`config.mk`:
```
export PLATFORM = sky130hd
export DESIGN_NAME = rvvi_trace_bridge
export DESIGN_NICKNAME = d
export VERILOG_FILES = /design/src/common/rvvi_trace_pkg.sv /design/src/verilog/retire_stage.sv /design/src/verilog/gpr_writeback.sv /design/src/verilog/csr_merge.sv /design/src/irq_event/net_event_fifo.sv /design/src/irq_event/irq_event_monitor.sv /design/src/verilog/rvvi_trace_bridge.sv
export SDC_FILE = /design/constraint.sdc
export NUM_CORES = 1
export LEC_CHECK = 0
export ABC_AREA = 1
export BUFFER_PORTS_ARGS = -buffer_cell sky130_fd_sc_hd__buf_2
export CAP_MARGIN = 25
export CORE_AREA = 2 2 406 408
export CTS_CLUSTER_SIZE = 14
export DETAILED_ROUTE_END_ITERATION = 8
export DIE_AREA = 0 0 408 410
export PLACE_DENSITY = 0.32
export SYNTH_ARGS = -nofsm -noshare
export SYNTH_HDL_FRONTEND = slang
export SYNTH_HIERARCHICAL = 1
export SYNTH_SLANG_ARGS = --single-unit
export TNS_END_PERCENT = 20
```
`constraint.sdc`:
```
create_clock -name rvvi -period 6.1 [get_ports rvvi]
set_clock_uncertainty 0.2 [all_clocks]
set_input_delay 0.305 -clock rvvi [delete_from_list [all_inputs] [get_ports rvvi]]
set_output_delay 0.305 -clock rvvi [all_outputs]
set_load 0.05 [all_outputs]
```
`src/common/rvvi_trace_pkg.sv`:
```
// Trace widths, traced CSR table and change-record FIFO sizing
package rvvi_trace_pkg;

    ////////////////////
    // Datapath widths
    ////////////////////

    // Data, PC and CSR value width
    localparam int XLEN = 32;

    // Retirement order counter
    localparam int ORDER_W = 64;

    // GPR file
    localparam int REG_ADDR_W = 5;
    localparam int NUM_GPR    = 32;

    ////////////////////
    // Traced CSRs
    ////////////////////

    // Lane order is mstatus, mie, mtvec, mepc
    localparam int NUM_CSR    = 4;
    localparam int CSR_ADDR_W = 12;

    // Lane 0 sits in the low bits
    localparam logic [NUM_CSR-1:0][CSR_ADDR_W-1:0] CSR_ADDR_TABLE = {
        12'h341,
        12'h305,
        12'h304,
        12'h300
    };

    ////////////////////
    // Interrupt events
    ////////////////////

    // One bit per interrupt line
    localparam int NUM_IRQ   = 32;
    localparam int IRQ_IDX_W = 5;

    // Change records waiting for serialization
    localparam int NET_FIFO_DEPTH = 4;

    // Change mask in the upper half, sampled levels in the lower half
    localparam int NET_REC_W = 2 * NUM_IRQ;

endpackage

```
`src/verilog/retire_stage.sv`:
```
// Retirement record register stage with order continuity check
`timescale 1ns/1ps

module retire_stage
    import rvvi_trace_pkg::*;
(
    input  logic               rvvi,
    input  logic               rst,
    input  logic               rvfi_valid,
    input  logic [ORDER_W-1:0] rvfi_order,
    input  logic [XLEN-1:0]    rvfi_insn,
    input  logic               rvfi_trap,
    input  logic               rvfi_intr,
    input  logic [XLEN-1:0]    rvfi_pc_rdata,
    input  logic [XLEN-1:0]    rvfi_pc_wdata,
    output logic               trace_valid,
    output logic [ORDER_W-1:0] trace_order,
    output logic [XLEN-1:0]    trace_insn,
    output logic               trace_trap,
    output logic               trace_intr,
    output logic [XLEN-1:0]    trace_pc_rdata,
    output logic [XLEN-1:0]    trace_pc_wdata
);

    // Order number of the most recent retirement
    logic [ORDER_W-1:0] last_order;
    // Set once anything has retired since reset
    logic               have_prev;

    // Valid strobe, one new retirement per cycle
    always_ff @(posedge rvvi) begin
        if (rst) begin
            trace_valid <= 1'b0;
            have_prev   <= 1'b0;
        end else begin
            trace_valid <= rvfi_valid;
            if (rvfi_valid) begin
                have_prev <= 1'b1;
            end
        end
    end

    // Record payload follows the port every edge
    always_ff @(posedge rvvi) begin
        trace_order    <= rvfi_order;
        trace_insn     <= rvfi_insn;
        trace_trap     <= rvfi_trap;
        trace_intr     <= rvfi_intr;
        trace_pc_rdata <= rvfi_pc_rdata;
        trace_pc_wdata <= rvfi_pc_wdata;
    end

    // Idle cycles in between leave it untouched
    always_ff @(posedge rvvi) begin
        if (rvfi_valid) begin
            last_order <= rvfi_order;
        end
    end

    // Retirements may be spread out, but their order numbers never skip
    a_order_step : assert property (@(posedge rvvi) disable iff (rst)
        (rvfi_valid && have_prev) |-> (rvfi_order == last_order + ORDER_W'(1)));

endmodule

```
`src/verilog/gpr_writeback.sv`:
```
// GPR writeback one-hot mask and data register
`timescale 1ns/1ps

module gpr_writeback
    import rvvi_trace_pkg::*;
(
    input  logic                  rvvi,
    input  logic                  rst,
    input  logic                  rvfi_valid,
    input  logic [REG_ADDR_W-1:0] rvfi_rd_addr,
    input  logic [XLEN-1:0]       rvfi_rd_wdata,
    output logic [NUM_GPR-1:0]    x_wb,
    output logic [XLEN-1:0]       x_wdata
);

    logic [NUM_GPR-1:0] wb_dec;

    ////////////////////
    // Address decode
    ////////////////////

    // x0 is hardwired, so writes to it are never reported
    always_comb begin
        wb_dec = '0;
        if (rvfi_valid && (rvfi_rd_addr != '0)) begin
            wb_dec = NUM_GPR'(1) << rvfi_rd_addr;
        end
    end

    // Mask register
    always_ff @(posedge rvvi) begin
        if (rst) begin
            x_wb <= '0;
        end else begin
            x_wb <= wb_dec;
        end
    end

    // Write data goes out whether or not a bit is set
    always_ff @(posedge rvvi) begin
        x_wdata <= rvfi_rd_wdata;
    end

    // Single destination per retirement, never x0
    a_wb_onehot : assert property (@(posedge rvvi) disable iff (rst)
        $onehot0(x_wb) && !x_wb[0]);

endmodule

```
`src/verilog/csr_merge.sv`:
```
// Single CSR lane merge with written-since-retirement flag
`timescale 1ns/1ps

module csr_merge
    import rvvi_trace_pkg::*;
(
    input  logic            rvvi,
    input  logic            rst,
    input  logic            rvfi_valid,
    input  logic [XLEN-1:0] csr_wdata,
    input  logic [XLEN-1:0] csr_rdata,
    input  logic [XLEN-1:0] csr_wmask,
    output logic [XLEN-1:0] csr_value,
    output logic            csr_wb
);

    // Bitwise pick between write and read data
    logic [XLEN-1:0] merged;
    logic            changed;

    ////////////////////
    // Masked merge
    ////////////////////

    // Masked bits take the write data, the rest keep the read data
    assign merged = (csr_wdata & csr_wmask) | (csr_rdata & ~csr_wmask);

    // Compared against what went out at the last edge
    assign changed = (merged != csr_value);

    // Starts from zero so a nonzero first value counts as a write
    always_ff @(posedge rvvi) begin
        if (rst) begin
            csr_value <= '0;
        end else begin
            csr_value <= merged;
        end
    end

    ////////////////////
    // Written flag
    ////////////////////

    // A change wins over the retirement clear
    always_ff @(posedge rvvi) begin
        if (rst) begin
            csr_wb <= 1'b0;
        end else if (changed) begin
            csr_wb <= 1'b1;
        end else if (rvfi_valid) begin
            csr_wb <= 1'b0;
        end
    end

endmodule

```
`src/irq_event/net_event_fifo.sv`:
```
// Circular FIFO for interrupt change records
`timescale 1ns/1ps

module net_event_fifo
    import rvvi_trace_pkg::*;
#(
    parameter int DEPTH = NET_FIFO_DEPTH
) (
    input  logic                 rvvi,
    input  logic                 rst,
    input  logic                 push,
    input  logic [NET_REC_W-1:0] push_rec,
    input  logic                 pop,
    output logic [NET_REC_W-1:0] head_rec,
    output logic                 empty,
    output logic                 full
);

    localparam int PTR_W = (DEPTH > 1) ? $clog2(DEPTH) : 1;
    localparam int CNT_W = $clog2(DEPTH + 1);

    // Storage
    logic [NET_REC_W-1:0] mem [DEPTH];

    logic [PTR_W-1:0] wr_ptr;
    logic [PTR_W-1:0] rd_ptr;
    logic [CNT_W-1:0] count;
    logic             wr_en;
    logic             rd_en;

    assign empty    = (count == '0);
    assign full     = (count == CNT_W'(DEPTH));
    assign wr_en    = push && !full;
    assign rd_en    = pop && !empty;
    assign head_rec = mem[rd_ptr];

    // Write side
    always_ff @(posedge rvvi) begin
        if (wr_en) begin
            mem[wr_ptr] <= push_rec;
        end
    end

    ////////////////////
    // Pointers and fill
    ////////////////////

    // Pointers wrap at DEPTH, which need not be a power of two
    always_ff @(posedge rvvi) begin
        if (rst) begin
            wr_ptr <= '0;
            rd_ptr <= '0;
            count  <= '0;
        end else begin
            if (wr_en) begin
                wr_ptr <= (wr_ptr == PTR_W'(DEPTH - 1)) ? '0 : wr_ptr + 1'b1;
            end
            if (rd_en) begin
                rd_ptr <= (rd_ptr == PTR_W'(DEPTH - 1)) ? '0 : rd_ptr + 1'b1;
            end
            // Simultaneous push and pop leave the fill alone
            if (wr_en && !rd_en) begin
                count <= count + 1'b1;
            end else if (rd_en && !wr_en) begin
                count <= count - 1'b1;
            end
        end
    end

    // Producer must drop records itself when there is no room
    a_no_push_full : assert property (@(posedge rvvi) disable iff (rst)
        push |-> !full);

endmodule

```
`src/irq_event/irq_event_monitor.sv`:
```
// Interrupt line change detector and single-line event serializer
`timescale 1ns/1ps

module irq_event_monitor
    import rvvi_trace_pkg::*;
(
    input  logic                 rvvi,
    input  logic                 rst,
    input  logic [NUM_IRQ-1:0]   irq,
    output logic                 net_valid,
    output logic [IRQ_IDX_W-1:0] net_index,
    output logic                 net_level,
    output logic                 net_overflow
);

    logic [NUM_IRQ-1:0]   irq_prev;
    logic [NUM_IRQ-1:0]   change;
    logic                 fifo_push;
    logic                 fifo_pop;
    logic [NET_REC_W-1:0] head_rec;
    logic                 fifo_empty;
    logic                 fifo_full;

    // Bits of the head record not yet emitted
    logic [NUM_IRQ-1:0]   rem_mask;
    logic                 rem_valid;
    logic [NUM_IRQ-1:0]   cur_mask;
    logic [NUM_IRQ-1:0]   next_mask;
    logic [NUM_IRQ-1:0]   head_level;
    logic [IRQ_IDX_W-1:0] low_idx;

    ////////////////////
    // Change detection
    ////////////////////

    assign change    = irq ^ irq_prev;
    assign fifo_push = (|change) && !fifo_full;

    always_ff @(posedge rvvi) begin
        if (rst) begin
            irq_prev     <= '0;
            net_overflow <= 1'b0;
        end else begin
            irq_prev <= irq;
            // Sticky once a record is lost
            if ((|change) && fifo_full) begin
                net_overflow <= 1'b1;
            end
        end
    end

    net_event_fifo u_fifo (
        .rvvi     (rvvi),
        .rst      (rst),
        .push     (fifo_push),
        .push_rec ({change, irq}),
        .pop      (fifo_pop),
        .head_rec (head_rec),
        .empty    (fifo_empty),
        .full     (fifo_full)
    );

    ////////////////////
    // Serializer
    ////////////////////

    // Fresh head starts from its full mask
    assign cur_mask   = rem_valid ? rem_mask : head_rec[NET_REC_W-1 -: NUM_IRQ];
    assign head_level = head_rec[NUM_IRQ-1:0];
    // Clear lowest set bit
    assign next_mask  = cur_mask & (cur_mask - 1'b1);
    assign fifo_pop   = !fifo_empty && (next_mask == '0);

    // Lowest set bit wins, hence the downward scan
    always_comb begin
        low_idx = '0;
        for (int i = NUM_IRQ - 1; i >= 0; i--) begin
            if (cur_mask[i]) begin
                low_idx = IRQ_IDX_W'(i);
            end
        end
    end

    always_ff @(posedge rvvi) begin
        if (rst) begin
            net_valid <= 1'b0;
            rem_valid <= 1'b0;
        end else begin
            net_valid <= !fifo_empty;
            rem_valid <= !fifo_empty && (next_mask != '0);
        end
    end

    // One event per cycle while the FIFO holds a record
    always_ff @(posedge rvvi) begin
        rem_mask  <= next_mask;
        net_index <= low_idx;
        net_level <= head_level[low_idx];
    end

    // A partly emitted record stays at the head until its last bit
    a_no_pop_empty : assert property (@(posedge rvvi) disable iff (rst)
        rem_valid |-> !fifo_empty);

endmodule

```
`src/verilog/rvvi_trace_bridge.sv`:
```
// Formal-interface to verification-interface trace bridge top level
`timescale 1ns/1ps

module rvvi_trace_bridge
    import rvvi_trace_pkg::*;
(
    input  logic                                   rvvi,
    input  logic                                   rst,
    // Retirement
    input  logic                                   rvfi_valid,
    input  logic [ORDER_W-1:0]                     rvfi_order,
    input  logic [XLEN-1:0]                        rvfi_insn,
    input  logic                                   rvfi_trap,
    input  logic                                   rvfi_intr,
    input  logic [XLEN-1:0]                        rvfi_pc_rdata,
    input  logic [XLEN-1:0]                        rvfi_pc_wdata,
    // GPR write
    input  logic [REG_ADDR_W-1:0]                  rvfi_rd_addr,
    input  logic [XLEN-1:0]                        rvfi_rd_wdata,
    // CSR lanes
    input  logic [NUM_CSR-1:0][XLEN-1:0]           rvfi_csr_wdata,
    input  logic [NUM_CSR-1:0][XLEN-1:0]           rvfi_csr_rdata,
    input  logic [NUM_CSR-1:0][XLEN-1:0]           rvfi_csr_wmask,
    // Interrupt lines
    input  logic [NUM_IRQ-1:0]                     irq,
    // Retirement trace
    output logic                                   trace_valid,
    output logic [ORDER_W-1:0]                     trace_order,
    output logic [XLEN-1:0]                        trace_insn,
    output logic                                   trace_trap,
    output logic                                   trace_intr,
    output logic [XLEN-1:0]                        trace_pc_rdata,
    output logic [XLEN-1:0]                        trace_pc_wdata,
    // GPR trace
    output logic [NUM_GPR-1:0]                     x_wb,
    output logic [XLEN-1:0]                        x_wdata,
    // CSR trace
    output logic [NUM_CSR-1:0][XLEN-1:0]           csr_value,
    output logic [NUM_CSR-1:0]                     csr_wb,
    output logic [NUM_CSR-1:0][CSR_ADDR_W-1:0]     csr_addr,
    // Interrupt events
    output logic                                   net_valid,
    output logic [IRQ_IDX_W-1:0]                   net_index,
    output logic                                   net_level,
    output logic                                   net_overflow
);

    ////////////////////
    // Retirement record
    ////////////////////

    retire_stage u_retire (
        .rvvi           (rvvi),
        .rst            (rst),
        .rvfi_valid     (rvfi_valid),
        .rvfi_order     (rvfi_order),
        .rvfi_insn      (rvfi_insn),
        .rvfi_trap      (rvfi_trap),
        .rvfi_intr      (rvfi_intr),
        .rvfi_pc_rdata  (rvfi_pc_rdata),
        .rvfi_pc_wdata  (rvfi_pc_wdata),
        .trace_valid    (trace_valid),
        .trace_order    (trace_order),
        .trace_insn     (trace_insn),
        .trace_trap     (trace_trap),
        .trace_intr     (trace_intr),
        .trace_pc_rdata (trace_pc_rdata),
        .trace_pc_wdata (trace_pc_wdata)
    );

    gpr_writeback u_gpr (
        .rvvi          (rvvi),
        .rst           (rst),
        .rvfi_valid    (rvfi_valid),
        .rvfi_rd_addr  (rvfi_rd_addr),
        .rvfi_rd_wdata (rvfi_rd_wdata),
        .x_wb          (x_wb),
        .x_wdata       (x_wdata)
    );

    ////////////////////
    // CSR lanes
    ////////////////////

    // Fixed addresses, lane by lane
    assign csr_addr = CSR_ADDR_TABLE;

    for (genvar i = 0; i < NUM_CSR; i++) begin : g_csr
        csr_merge u_csr (
            .rvvi       (rvvi),
            .rst        (rst),
            .rvfi_valid (rvfi_valid),
            .csr_wdata  (rvfi_csr_wdata[i]),
            .csr_rdata  (rvfi_csr_rdata[i]),
            .csr_wmask  (rvfi_csr_wmask[i]),
            .csr_value  (csr_value[i]),
            .csr_wb     (csr_wb[i])
        );
    end

    // Interrupt change events
    irq_event_monitor u_irq (
        .rvvi         (rvvi),
        .rst          (rst),
        .irq          (irq),
        .net_valid    (net_valid),
        .net_index    (net_index),
        .net_level    (net_level),
        .net_overflow (net_overflow)
    );

endmodule

```
Word-level counts from Yosys, hierarchy flattened
Memory sizes are Yosys's and may differ from the RTL's. A register that Yosys moved wholly into a read port is not among the register bits. Cells that the tools add are included.

Muxes and demuxes: 48. Order comparisons: 1. Bitwise logic cells: 19. $add $sub $neg: 5. Reductions and logical operators: 24. Shifts and indexed selects: 1. Equality and inequality tests: 7.

Operators with widths (count): $and A32 B32 Y32 (9); $mux W5 (32); $ne A32 B32 Y1 (4); $not A32 Y32 (4); $or A32 B32 Y32 (4); $logic_not A32 Y1 (1); $mux W32 (1); $reduce_bool A32 Y1 (1); $reduce_or A32 Y1 (1); $shl A1 B5 Y32 const A (1); $sub A32 B1 Y32 const B (1); $xor A32 B32 Y32 (1); $reduce_bool A2 Y1 (5); $logic_and A1 B1 Y1 (9); $mux W1 (8); $mux W2 (4); $lt A5 B6 Y1 const B (1); $mux W3 (2); $bmux W1 S5 (1); $reduce_bool A5 Y1 (1); $add A2 B1 Y2 const B (2); $eq A2 B2 Y1 const B (2); $logic_not A1 Y1 (4); $add A3 B1 Y3 const B (1); 5 further kinds (5).

Bits in registers: 439. Bits in writable memories: 256. Output and inout port bits: 415. Input bits: 618. Memories kept: 1. Logic and storage cells: 133.

Memories: u_irq.u_fifo.mem (words 4, width 64, read ports 1, clocked after memory_dff 1, write ports 1, RTL line net_event_fifo.sv:23) `logic [NET_REC_W-1:0] mem [DEPTH];`.

Longest topological paths before layout
Gate-level depths: netlist (run 1).

Word-level depth: 35. Mapped depth: 48. Mapped depth without buffers: 44.

Modules after synthesis
Netlist (run 1), hierarchy kept.

Modules (own cells, without submodules): net_event_fifo (instances 1, area an instance 9997.1 µm², cells each 690); csr_merge (instances 4, area an instance 2031.9 µm², cells each 359); irq_event_monitor (instances 1, area an instance 3921.3 µm², cells each 564); retire_stage (instances 1, area an instance 3273.1 µm², cells each 165); gpr_writeback (instances 1, area an instance 1711.6 µm², cells each 129); rvvi_trace_bridge (instances 1, area an instance 367.9 µm², cells each 50).

Worst setup path after synthesis (run 1)
Ideal clock, no wire load.

Path type: reg-to-reg. Start: reg u_irq.irq_prev[2]. End: mem u_irq/u_fifo/mem[0][0] (netlist name), enable pin. Data arrival time: 3.774 ns. Setup slack: 1.640 ns. Stages on the path, launching flop included: 8. Cells stage by stage: dfxtp_1 > xor2_1 > nor4_1 > nand4_1 > nor2_1 > nor2_1 > nand2_1 > nor2_1.

Longest elaborated chain between the ends: 6.

Ends and longest elaborated chain: start, declared (RTL line irq_event_monitor.sv:16) `logic [NUM_IRQ-1:0] irq_prev;`; start signal, assigned (RTL line irq_event_monitor.sv:44) `irq_prev <= irq;`; $xor A32 B32 Y32 (RTL line irq_event_monitor.sv:36) `assign change = irq ^ irq_prev;`; named net u_irq.change[2] (RTL line irq_event_monitor.sv:17) `logic [NUM_IRQ-1:0] change;`; $reduce_or A32 Y1 (RTL line irq_event_monitor.sv:37) `assign fifo_push = (|change) && !fifo_full;`; $logic_and A1 B1 Y1 (RTL line irq_event_monitor.sv:37); named net u_irq.fifo_push (RTL line irq_event_monitor.sv:18) `logic fifo_push;`; $logic_and A1 B1 Y1 (RTL line net_event_fifo.sv:33) `assign wr_en = push && !full;`; $mux W1 (RTL line net_event_fifo.sv:39) `if (wr_en) begin`; $mux W1 (not written as such) (RTL line net_event_fifo.sv:40) `mem[wr_ptr] <= push_rec;`; end, declared (RTL line net_event_fifo.sv:23).

The timed path passes the listed nets, and every way through them passes these cells.

==> impl_summary.log, run 1 <==
[metrics] result of the run: completed
[metrics] TritonCTS clock tree: yes
[metrics] fin. max-slew vios: 0
[metrics] number of buffers inserted by post-CTS setup repair: 0
[metrics] clock latency reported for the late side of the worst-skew pair: 0.74 ns
[metrics] worst-case reg-to-reg path depth: 29
[metrics] first-pass GRT wire length: 196000 um
[metrics] actual transition at the worst max-transition pin: around 0.88 ns
[metrics] signed area change from the synthesized netlist to the final layout: 66.1%
[metrics] sum of overflow across all layers after global routing: 0
[metrics] starting utilization of the core area: 0.168
[metrics] Final Net Count: 5430
[metrics] most common cell after layout, fill and taps aside: sky130_fd_sc_hd__buf_2
[metrics] register area share after synthesis: 0.602
[metrics] Worst Setup Slack, final: approximately 0.90 ns
[metrics] final setup violation count: 0
[metrics] placeable core area: 163000 um^2
[metrics] Mean Syn Cell Area: ~9 um^2
[metrics] Max Buffers Root-to-Sink: 3
[metrics] peak supply drop: roughly 0.25 mV
[metrics] leakage power summed over all cells: 0.0211 uW
[metrics] RD Place Congestion: 0.904
[metrics] startpoint class of the critical path: flip-flop
[metrics] initial antenna violation count: 79
[metrics] area of all placed cells without fillers: 45500 um^2
[metrics] max-capacitance violation count: 0
[metrics] largest delay contributor family on the critical path: simple AND/OR/NAND/NOR gates
[metrics] vias: 26900
[metrics] DRC violations left: 0
[metrics] final core area utilization: 0.278
[metrics] setup repair after global routing missed its margin: no
[metrics] final count of hold timing violations: 0
[metrics] DP HPWL: approximately 110000 um
[metrics] io pins: 1033
[metrics] drt first-iter violations: ~1600
[metrics] number of rows created at floorplan: 149
[metrics] capturing point of the worst reg2reg path: u_irq/u_fifo/count[1]
[metrics] slowest cell on the critical path: sky130_fd_sc_hd__dfxtp_4
[metrics] R2R Setup Slk: about 0.9 ns
[metrics] FMAX: 192 MHz
[metrics] pin count of the biggest net entering global routing: 71
[metrics] Die X: around 410 um
[metrics] pre-CTS WS: 0.871 ns
[metrics] Post-DP Area: 34700 um^2
[metrics] global router's overall resource usage: 0.164
[metrics] sink of the worst hold path: g_csr[0].u_csr/csr_wb
[metrics] Avg WL per Cell: 19.9 um
[metrics] number of levels the H-tree was split into: 3
[metrics] ys async rst share: 0
[metrics] CP endpoint kind: flip-flop
[metrics] top library cells by usage in the layout, fill and taps aside: sky130_fd_sc_hd__buf_2 (983), sky130_fd_sc_hd__dlygate4sd3_1 (748), sky130_fd_sc_hd__nand2_1 (610)
[metrics] Req. time, crit path: 6.51 ns
[metrics] clk slew on worst S/H paths: around 0.060 ns
[metrics] P per Cell Area: ~350 nW/um^2
[metrics] number of flops mapped to enable cells by yosys: 256
[metrics] startpoint of the lowest-slack hold path: rvfi_csr_wmask[18]
[metrics] count of unique library cells instantiated by Yosys: 52
[metrics] total die area: roughly 170000 um^2
[metrics] post-route fraction of the period consumed by the critical path: 0.853
[metrics] path category of the worst min-delay check: in -> reg
[metrics] antenna-violating nets left: 0
[metrics] Synth warnings: 6
[metrics] Pre-antenna DRT Iters: 5
[metrics] Bufs and invs on worst path: 10
[metrics] vias in the first global route: 27100
[metrics] Most used DFF post-synth: sky130_fd_sc_hd__dfxtp_1
[metrics] Final Critical Period: 5.20 ns
[metrics] relative slew slack: 0.413
[metrics] number of inserted filler cells in the final layout: around 18000
[metrics] max incr delay on CP: between 0.5 and 0.6 ns
[metrics] Overall Power: 16000 uW
[metrics] critical path data arrival time: between 5 and 6 ns
[metrics] total number of clock tree sinks: 696
[metrics] total negative slack: 0 ns
[metrics] CTS Root Buffer Type: sky130_fd_sc_hd__clkbuf_16
[metrics] number of port buffers: around 980
[metrics] area of the mapped netlist: 27400 um^2
[metrics] crit-path most repeated cell: sky130_fd_sc_hd__inv_1
[metrics] kind of critical path: reg -> reg
[metrics] Mapped Cells: 3034
[metrics] final WL: between 100000 and 150000 um
[metrics] cell depth of the worst min-delay path: 11
[metrics] total CTS buffers: 90
[metrics] proportion of layout cells with a drive suffix above 1: 0.268
[metrics] Yosys reg bits: 696
[metrics] y dimension of the die: 410 um
[metrics] cells resized by post-CTS repair: 0
[metrics] crit path max fanout: 34
[metrics] vias per std cell: 3.79
## per-stage QoR
step | hold slack [ns] | std cells
6_report | 0.0680 | 7104
5_1_grt | 0.00896 | 7075
4_1_cts | 0.000585 | 7069
3_5_place_dp | 0.209 | 6154
3_3_place_gp | 0.207 | 6154
2_1_floorplan | 0.133 | 3080
## layer usage
layer,up-vias,part of all wire,track usage
li1,13200,-,-
met1,12600,0.44,0.213
met2,950,0.46,0.262
met3,204,0.081,0.0538
met4,38,0.018,0.0369
met5,-,0.0018,0
## area by class of cell
cell class              count  area (um^2)  share of cell area
well taps                2189         2740              0.0602
repair buffers           1758        12700               0.278
clock inverters            36          534              0.0117
multi-input cells        1812         8560               0.188
diodes                     35         87.6             0.00192
clock buffers             131         2750              0.0604
flip-flops and latches    696        16500               0.362
inverters                 447         1680              0.0370
## worst max path at each step
stage	startpoint	to	slack, ns	cells after the start
global route	flip-flop	u_irq/u_fifo/count[1]	0.34	29
detailed placement	flip-flop	u_irq/u_fifo/count[1]	0.87	27
finish	flip-flop	u_irq/u_fifo/count[1]	0.90	29
CTS	flip-flop	u_irq/u_fifo/count[1]	0.83	27
global placement	flip-flop	u_irq/u_fifo/count[1]	0.94	27
floorplan	u_irq/irq_prev[2]	u_irq/u_fifo/mem[0][0]	1.64	7
## registers in the layout (all words and copies together), names as in the netlist, 2 cells and up, named ones only
register                 flops
u_irq/rem_mask              31
u_irq/u_fifo/count           3
g_csr.u_csr/csr_value      128
u_irq/u_fifo/wr_ptr          2
u_irq/net_index              5
u_gpr/x_wdata               32
u_retire/trace_pc_rdata     32
u_gpr/x_wb                  32
g_csr.u_csr/csr_wb           4
u_irq/u_fifo/mem           256
u_irq/irq_prev              32
u_irq/u_fifo/rd_ptr          2
u_retire/trace_pc_wdata     32
u_retire/trace_order        64
u_retire/trace_insn         32
## logic make-up (layout without fill, tap and decap cells)
logic type               count (synthesis)  after routing  synth area share
buffers and inverters                  572           2372            0.0927
AND/OR/NAND/NOR                       1327           1327             0.209
multiplexers                             5              5           0.00183
other                                    3             84          0.000411
adder cells (fa/ha/maj)                  7              7           0.00347
flip-flops                             696            696             0.602
AO/OA/AOI/OAI                          383            383            0.0770
XOR/XNOR                                41             41            0.0131
## Yosys cell counts, types with 11 or more instances
master                     instances  share of area
sky130_fd_sc_hd__nand2_1         610          0.084
sky130_fd_sc_hd__dfxtp_1         440           0.32
sky130_fd_sc_hd__inv_1           426          0.058
sky130_fd_sc_hd__nor2_1          410          0.056
sky130_fd_sc_hd__edfxtp_1        256           0.28
sky130_fd_sc_hd__nand3_1         132          0.024
sky130_fd_sc_hd__o21ai_0         128          0.023
sky130_fd_sc_hd__a21oi_1          85          0.016
sky130_fd_sc_hd__o21ai_1          69          0.013
sky130_fd_sc_hd__o22ai_1          64          0.015
sky130_fd_sc_hd__buf_4            58          0.016
sky130_fd_sc_hd__nand2_2          58          0.013
sky130_fd_sc_hd__xor2_1           41          0.013
sky130_fd_sc_hd__clkbuf_1         40         0.0055
sky130_fd_sc_hd__nand4_1          23         0.0053
sky130_fd_sc_hd__buf_6            20         0.0082
sky130_fd_sc_hd__nand3b_1         20         0.0055
sky130_fd_sc_hd__inv_2            19         0.0026
sky130_fd_sc_hd__o21ai_2          12         0.0038
sky130_fd_sc_hd__or2_2            12         0.0027
sky130_fd_sc_hd__nor2_2           11         0.0025
sky130_fd_sc_hd__nor4_1           11         0.0025
## report_power, final
| part | switching (uW) | internal, uW |
|---|---|---|
| registers | 307 | 5770 |
| logic | 2720 | 1310 |
| clock network | 2340 | 3540 |
| total | 5370 | 10600 |
## repair_timing
item | CTS | global route
hold endpoints to repair | 646 | 0
endpoints found under the setup margin | 0 | 0
hold buffers | 748 | 0
## tightest hold or removal path: stages
cell	delay (ns)
sky130_fd_sc_hd__buf_2	0.10
sky130_fd_sc_hd__nand2_1	0.06
sky130_fd_sc_hd__o21ai_0	0.07
sky130_fd_sc_hd__nand2_1	0.05
sky130_fd_sc_hd__nand2_1	0.05
sky130_fd_sc_hd__nor2_1	0.04
sky130_fd_sc_hd__nand2_1	0.04
sky130_fd_sc_hd__nor2_1	0.04
sky130_fd_sc_hd__nand2_1	0.06
sky130_fd_sc_hd__nor2_1	0.04
sky130_fd_sc_hd__nor2_1	0.07
No activity file was read; power rests on OpenSTA's default activity.
==> run 2: changes to the inputs <==
--- a/config.mk
+++ b/config.mk
@@ -9,6 +9,7 @@
 export BUFFER_PORTS_ARGS = -buffer_cell sky130_fd_sc_hd__buf_2
 export CAP_MARGIN = 25
 export CORE_AREA = 2 2 406 408
+export CTS_BUF_LIST = sky130_fd_sc_hd__clkbuf_16
 export CTS_CLUSTER_SIZE = 14
 export DETAILED_ROUTE_END_ITERATION = 8
 export DIE_AREA = 0 0 408 410
==> run 2 against run 1 <==
Combinational power hardly changed; sequential power hardly changed; flip-flop and latch count stayed put; design area is 0.45% lower; critical path depth stayed put; global-route usage hardly changed; clock power is 4.8% lower; via count is 0.15% lower; count of clock-buffer cells in the layout is 34 lower; routed wire length hardly changed; fmax is 0.73% lower.
==> impl_summary.log, run 2 (synthesis results as in run 1) <==
[metrics] result of the run: completed
[metrics] Req. time, crit path: 6.51 ns
[metrics] FMAX: 191 MHz
[metrics] Final Net Count: 5430
[metrics] Pre-antenna DRT Iters: 7
[metrics] number of levels the H-tree was split into: 3
[metrics] crit path max fanout: 34
[metrics] number of buffers inserted by post-CTS setup repair: 0
[metrics] final core area utilization: 0.277
[metrics] leakage power summed over all cells: 0.0211 uW
[metrics] vias per std cell: 3.79
[metrics] total CTS buffers: 90
[metrics] total number of clock tree sinks: 696
[metrics] kind of critical path: reg -> reg
[metrics] final setup violation count: 0
[metrics] post-route fraction of the period consumed by the critical path: 0.859
[metrics] starting utilization of the core area: 0.168
[metrics] Max Buffers Root-to-Sink: 3
[metrics] Final Critical Period: between 5 and 6 ns
[metrics] number of rows created at floorplan: 149
[metrics] crit-path most repeated cell: sky130_fd_sc_hd__inv_1
[metrics] Die X: about 400 um
[metrics] path category of the worst min-delay check: in -> reg
[metrics] registers with the most flip-flops: u_irq/u_fifo/mem: 256 flops, g_csr.u_csr/csr_value: 128 flops, u_retire/trace_order: 64 flops
[metrics] total die area: 167000 um^2
[metrics] startpoint class of the critical path: flip-flop
[metrics] Fin Hold WS: 0.0784 ns
[metrics] largest register by flop count: u_irq/u_fifo/mem
[metrics] CP endpoint kind: flip-flop
[metrics] top library cells by usage in the layout, fill and taps aside: sky130_fd_sc_hd__buf_2 (983), sky130_fd_sc_hd__dlygate4sd3_1 (748), sky130_fd_sc_hd__nand2_1 (610)
[metrics] Avg WL per Cell: 19.9 um
[metrics] io pins: 1033
[metrics] number of port buffers: 984
[metrics] total placed cells including tap cells: 6154
[metrics] RD Place Congestion: 0.904
[metrics] vias in the first global route: 27100
[metrics] placeable core area: 163000 um^2
[metrics] final count of hold timing violations: 0
[metrics] Overall Power: ~16000 uW
[metrics] initial antenna violation count: 78
[metrics] most common cell after layout, fill and taps aside: sky130_fd_sc_hd__buf_2
[metrics] clk slew on worst S/H paths: approximately 0.06 ns
[metrics] proportion of layout cells with a drive suffix above 1: 0.264
[metrics] pin count of the biggest net entering global routing: 71
[metrics] total negative slack: 0 ns
[metrics] DRC violations left: 0
[metrics] clock latency reported for the late side of the worst-skew pair: 0.74 ns
[metrics] setup repair after global routing missed its margin: no
[metrics] max incr delay on CP: between 0.5 and 0.6 ns
[metrics] count of placed standard cells in the final layout, fillers left out: 7099
[metrics] max reg flops: 256
[metrics] y dimension of the die: 410 um
[metrics] P per Cell Area: 347 nW/um^2
[metrics] vias: 26900
[metrics] global router's overall resource usage: 0.164
[metrics] TritonCTS clock tree: yes
[metrics] signed area change from the synthesized netlist to the final layout: 65.4%
[metrics] relative slew slack: 0.377
[metrics] CTS Root Buffer Type: sky130_fd_sc_hd__clkbuf_16
[metrics] DP HPWL: 111000 um
[metrics] fin. max-slew vios: 0
[metrics] final WL: 141000 um
[metrics] slowest cell on the critical path: sky130_fd_sc_hd__dfxtp_4
[metrics] actual transition at the worst max-transition pin: 0.931 ns
[metrics] antenna-violating nets left: 0
[metrics] peak supply drop: around 0.25 mV
[metrics] sum of overflow across all layers after global routing: 0
[metrics] first-pass GRT wire length: 196000 um
[metrics] critical path data arrival time: approximately 5.7 ns
[metrics] max-capacitance violation count: 0
[metrics] drt first-iter violations: 1540
-- run 2: area by class of cell --
cell class | instances | area, um^2
fillers | 17700 | 118000
flip-flops and latches | 696 | 16500
repair buffers | 1758 | 12700
multi-input cells | 1812 | 8560
well taps | 2189 | 2740
clock buffers | 97 | 2430
inverters | 447 | 1680
clock inverters | 70 | 662
diodes | 30 | 75.1
-- run 2: metal layers --
layer	track usage	vias to the layer above	share of wire
li1	-	13200	-
met1	0.213	12600	0.44
met2	0.261	919	0.45
met3	0.0539	208	0.088
met4	0.0402	38	0.022
met5	0	-	0.0018
-- run 2: worst paths after layout --
kind	slack (ns)	endpoint	start	cells past startpoint
worst max-delay path	0.86	u_irq/u_fifo/count[1]	flip-flop	29
worst min-delay path	0.08	g_csr[0].u_csr/csr_wb	rvfi_csr_wmask[18]	11
worst min register to register	0.28	u_irq/net_overflow	u_irq/net_overflow	2
worst max register to register	0.86	u_irq/u_fifo/count[1]	flip-flop	29
-- run 2: critical path, delay by kind of cell (launching register included) --
kind                     cells  cell delay [ns]
AO/OA/AOI/OAI                4             0.79
adder cells (fa/ha/maj)      2             0.61
buffers and inverters       10             1.10
AND/OR/NAND/NOR             13             1.78
flip-flops                   1             0.58
-- run 2: through the flow --
step           cell area [um^2]  setup slack [ns]
6_report                  45300             0.859
5_1_grt                   45300             0.333
4_1_cts                   45200             0.824
3_5_place_dp              34700             0.871
3_3_place_gp              34700             0.938
2_1_floorplan             27600              1.64
-- run 2: power by group --
| group | leakage, uW | switching (uW) | internal [uW] |
|---|---|---|---|
| logic | 0.0135 | 2720 | 1310 |
| clock network | 0.00158 | 2330 | 3270 |
| registers | 0.00606 | 306 | 5770 |
-- run 2: repair_timing --
item | 4_1_cts | 5_1_grt
hold buffers | 748 | 0
endpoints found under the hold margin | 646 | 0
resized for setup | 0 | 0
==> run 3: changes to the inputs <==
--- a/config.mk
+++ b/config.mk
@@ -8,14 +8,13 @@
 export ABC_AREA = 1
 export BUFFER_PORTS_ARGS = -buffer_cell sky130_fd_sc_hd__buf_2
 export CAP_MARGIN = 25
-export CORE_AREA = 2 2 406 408
+export CORE_AREA = 2 2 404 406
 export CTS_BUF_LIST = sky130_fd_sc_hd__clkbuf_16
 export CTS_CLUSTER_SIZE = 14
 export DETAILED_ROUTE_END_ITERATION = 8
-export DIE_AREA = 0 0 408 410
-export PLACE_DENSITY = 0.32
+export DIE_AREA = 0 0 406 408
+export PLACE_DENSITY = 0.31
 export SYNTH_ARGS = -nofsm -noshare
 export SYNTH_HDL_FRONTEND = slang
-export SYNTH_HIERARCHICAL = 1
 export SYNTH_SLANG_ARGS = --single-unit
 export TNS_END_PERCENT = 20
==> run 3 against run 2 <==
Utilization fell by 2.2 points; critical endpoint is now u_irq.u_fifo.count[1]; global-route usage is 4.2 points higher; via count fell by 13%; non-clock buffer count decreased by 195; cell count decreased by 14%; synthesized cell count decreased by 26%; sequential share of layout area up 3.6 points; clock power grew 2%; largest power group unchanged; combinational power down 6.2%.
==> impl_summary.log, run 3 <==
[metrics] number of levels the H-tree was split into: 3
[metrics] global router's overall resource usage: 0.206
[metrics] fin. max-slew vios: 0
[metrics] actual transition at the worst max-transition pin: between 1 and 1.5 ns
[metrics] top area cells in the synthesized netlist: sky130_fd_sc_hd__dfxtp_1 (35%), sky130_fd_sc_hd__edfxtp_1 (31%), sky130_fd_sc_hd__nor2_1 (5.1%), sky130_fd_sc_hd__mux2i_1 (4.9%), sky130_fd_sc_hd__nand2_1 (3.1%)
[metrics] area of the mapped netlist: 25100 um^2
[metrics] CP endpoint kind: flip-flop
[metrics] slowest cell on the critical path: sky130_fd_sc_hd__fa_1
[metrics] Final Critical Period: 4.81 ns
[metrics] path category of the worst min-delay check: in -> reg
[metrics] most common cell after layout, fill and taps aside: sky130_fd_sc_hd__buf_2
[metrics] Most used DFF post-synth: sky130_fd_sc_hd__dfxtp_1
[metrics] critical path data arrival time: 5.11 ns
[metrics] Mapped Cells: 2237
[metrics] sum of overflow across all layers after global routing: 0
[metrics] cell with the most instances after synthesis: sky130_fd_sc_hd__dfxtp_1
[metrics] result of the run: completed
[metrics] kind of critical path: reg -> reg
[metrics] first-pass GRT wire length: 226000 um
[metrics] drt first-iter violations: about 1400
[metrics] Avg WL per Cell: around 28 um
[metrics] number of flops mapped to enable cells by yosys: 256
[metrics] ys async rst share: 0
[metrics] crit path max fanout: ~130
[metrics] total CTS buffers: 95
[metrics] peak supply drop: 0.249 mV
[metrics] pin count of the biggest net entering global routing: 129
[metrics] leakage power summed over all cells: 0.0181 uW
[metrics] final WL: between 150000 and 200000 um
[metrics] FMAX: 208 MHz
[metrics] clock latency reported for the late side of the worst-skew pair: 0.71 ns
[metrics] Max Buffers Root-to-Sink: 3
[metrics] total die area: 166000 um^2
[metrics] register area share after synthesis: 0.658
[metrics] area leader, netlist: sky130_fd_sc_hd__dfxtp_1
[metrics] number of rows created at floorplan: roughly 150
[metrics] number of port buffers: roughly 1000
[metrics] CTS Root Buffer Type: sky130_fd_sc_hd__clkbuf_16
[metrics] max-capacitance violation count: 0
[metrics] final count of hold timing violations: 0
[metrics] placeable core area: approximately 160000 um^2
[metrics] TritonCTS clock tree: yes
[metrics] count of unique library cells instantiated by Yosys: 52
[metrics] starting utilization of the core area: 0.155
[metrics] top library cells by usage in the layout, fill and taps aside: sky130_fd_sc_hd__buf_2 (984), sky130_fd_sc_hd__dlygate4sd3_1 (544), sky130_fd_sc_hd__dfxtp_1 (439)
[metrics] P per Cell Area: 375 nW/um^2
[metrics] final setup violation count: 0
[metrics] total number of clock tree sinks: 696
[metrics] RD Place Congestion: ~1.0
[metrics] largest register by flop count: u_irq.u_fifo.mem
[metrics] total negative slack: 0 ns
[metrics] Req. time, crit path: 6.39 ns
[metrics] DP HPWL: 145000 um
[metrics] registers with the most flip-flops: u_irq.u_fifo.mem: 256 flops, g_csr.u_csr.csr_value: 128 flops, u_retire.trace_order: 64 flops
[metrics] max incr delay on CP: between 0.4 and 0.5 ns
[metrics] y dimension of the die: 408 um
[metrics] Die X: between 400 and 500 um
[metrics] top-area cell type share of the netlist area: 0.352
[metrics] vias in the first global route: 24000
[metrics] setup repair after global routing missed its margin: no
[metrics] vias: 23400
[metrics] DRC violations left: 0
[metrics] number of inserted filler cells in the final layout: 17600
[metrics] Mean Syn Cell Area: 11.2 um^2
[metrics] vias per std cell: about 3.8
[metrics] io pins: 1033
[metrics] Fin Hold WS: 0.0503 ns
[metrics] Synth warnings: 0
[metrics] Yosys reg bits: 696
[metrics] post-route fraction of the period consumed by the critical path: 0.789
[metrics] Final Net Count: approximately 4400
[metrics] max reg flops: 256
[metrics] startpoint class of the critical path: flip-flop
[metrics] initial antenna violation count: 167
[metrics] signed area change from the synthesized netlist to the final layout: 64.6%
[metrics] leading cell types by count after synthesis: sky130_fd_sc_hd__dfxtp_1 (440), sky130_fd_sc_hd__nor2_1 (338), sky130_fd_sc_hd__edfxtp_1 (256)
[metrics] clk slew on worst S/H paths: 0.06 ns
[metrics] relative slew slack: 0.297
[metrics] antenna-violating nets left: 0
[metrics] proportion of layout cells with a drive suffix above 1: 0.313
[metrics] crit-path most repeated cell: sky130_fd_sc_hd__inv_2
[metrics] Pre-antenna DRT Iters: 5
-- run 3: through the flow --
step	instance area [um^2]	utilization	worst slack (ns)	instances	total power [uW]
2_1_floorplan	25200	-	1.74	2284	8060
3_3_place_gp	32400	0.201	1.37	5347	9580
3_5_place_dp	32500	0.201	1.42	5350	9540
4_1_cts	41100	0.254	1.39	6069	15800
5_1_grt	41100	0.254	0.992	6097	16200
6_report	41200	0.255	1.29	6131	15400
-- run 3: power by group --
| group | switching (uW) | leakage [uW] | internal, uW |
|---|---|---|---|
| Combinational | 2620 | 0.0105 | 1160 |
| Sequential | 261 | 0.00608 | 5670 |
| Clock | 2380 | 0.00160 | 3350 |
-- run 3: layer usage --
metal / vias up / track usage / wire [um]
li1: 10700 / - / -
met4: 50 / 0.0556 / 5980
met3: 340 / 0.0769 / 15300
met1: 11300 / 0.256 / 73400
met5: - / 0 / 327
met2: 963 / 0.331 / 79700
-- run 3: cell type report --
| type | count | area (um^2) | area share |
|---|---|---|---|
| Antenna cell | 60 | 150 | 0.00364 |
| Clock buffer | 97 | 2430 | 0.0589 |
| Clock inverter | 79 | 733 | 0.0178 |
| Inverter | 157 | 591 | 0.0143 |
| Multi-Input combinational cell | 1304 | 7390 | 0.179 |
| Sequential cell | 696 | 16500 | 0.400 |
| Tap cell | 2175 | 2720 | 0.0660 |
| Timing Repair Buffer | 1563 | 10700 | 0.260 |
-- run 3: final timing paths --
kind                          startpoint                    end  slack, ns  cells after the start
setup reg to reg               flip-flop  u_irq.u_fifo.count[1]       1.29                     26
hold / removal        rvfi_csr_rdata[81]  g_csr[2].u_csr.csr_wb       0.05                      7
setup / recovery               flip-flop  u_irq.u_fifo.count[1]       1.29                     26
hold reg to reg   u_irq.u_fifo.rd_ptr[1]              flip-flop       0.26                      2
-- run 3: kinds of logic after synthesis --
group | after synthesis | synth area share
AO/OA/AOI/OAI | 254 | 0.0601
XOR/XNOR | 116 | 0.0406
multiplexers | 125 | 0.0501
AND/OR/NAND/NOR | 753 | 0.132
flip-flops | 696 | 0.658
adder cells (fa/ha/maj) | 7 | 0.00380
buffers and inverters | 284 | 0.0547
other | 2 | 0.000300
-- run 3: repair_timing --
item,4_1_cts,5_1_grt
setup buffers,0,0
endpoints found under the hold margin,609,1
hold buffers,543,1
resized for setup,0,0
-- run 3: worst max-delay path, delay by kind of cell (launching register included) --
kind	cells	cell delay [ns]
buf+inv	7	0.64
flops	1	0.35
compound gates	5	0.84
fa+ha+maj	2	0.61
simple gates	12	1.70
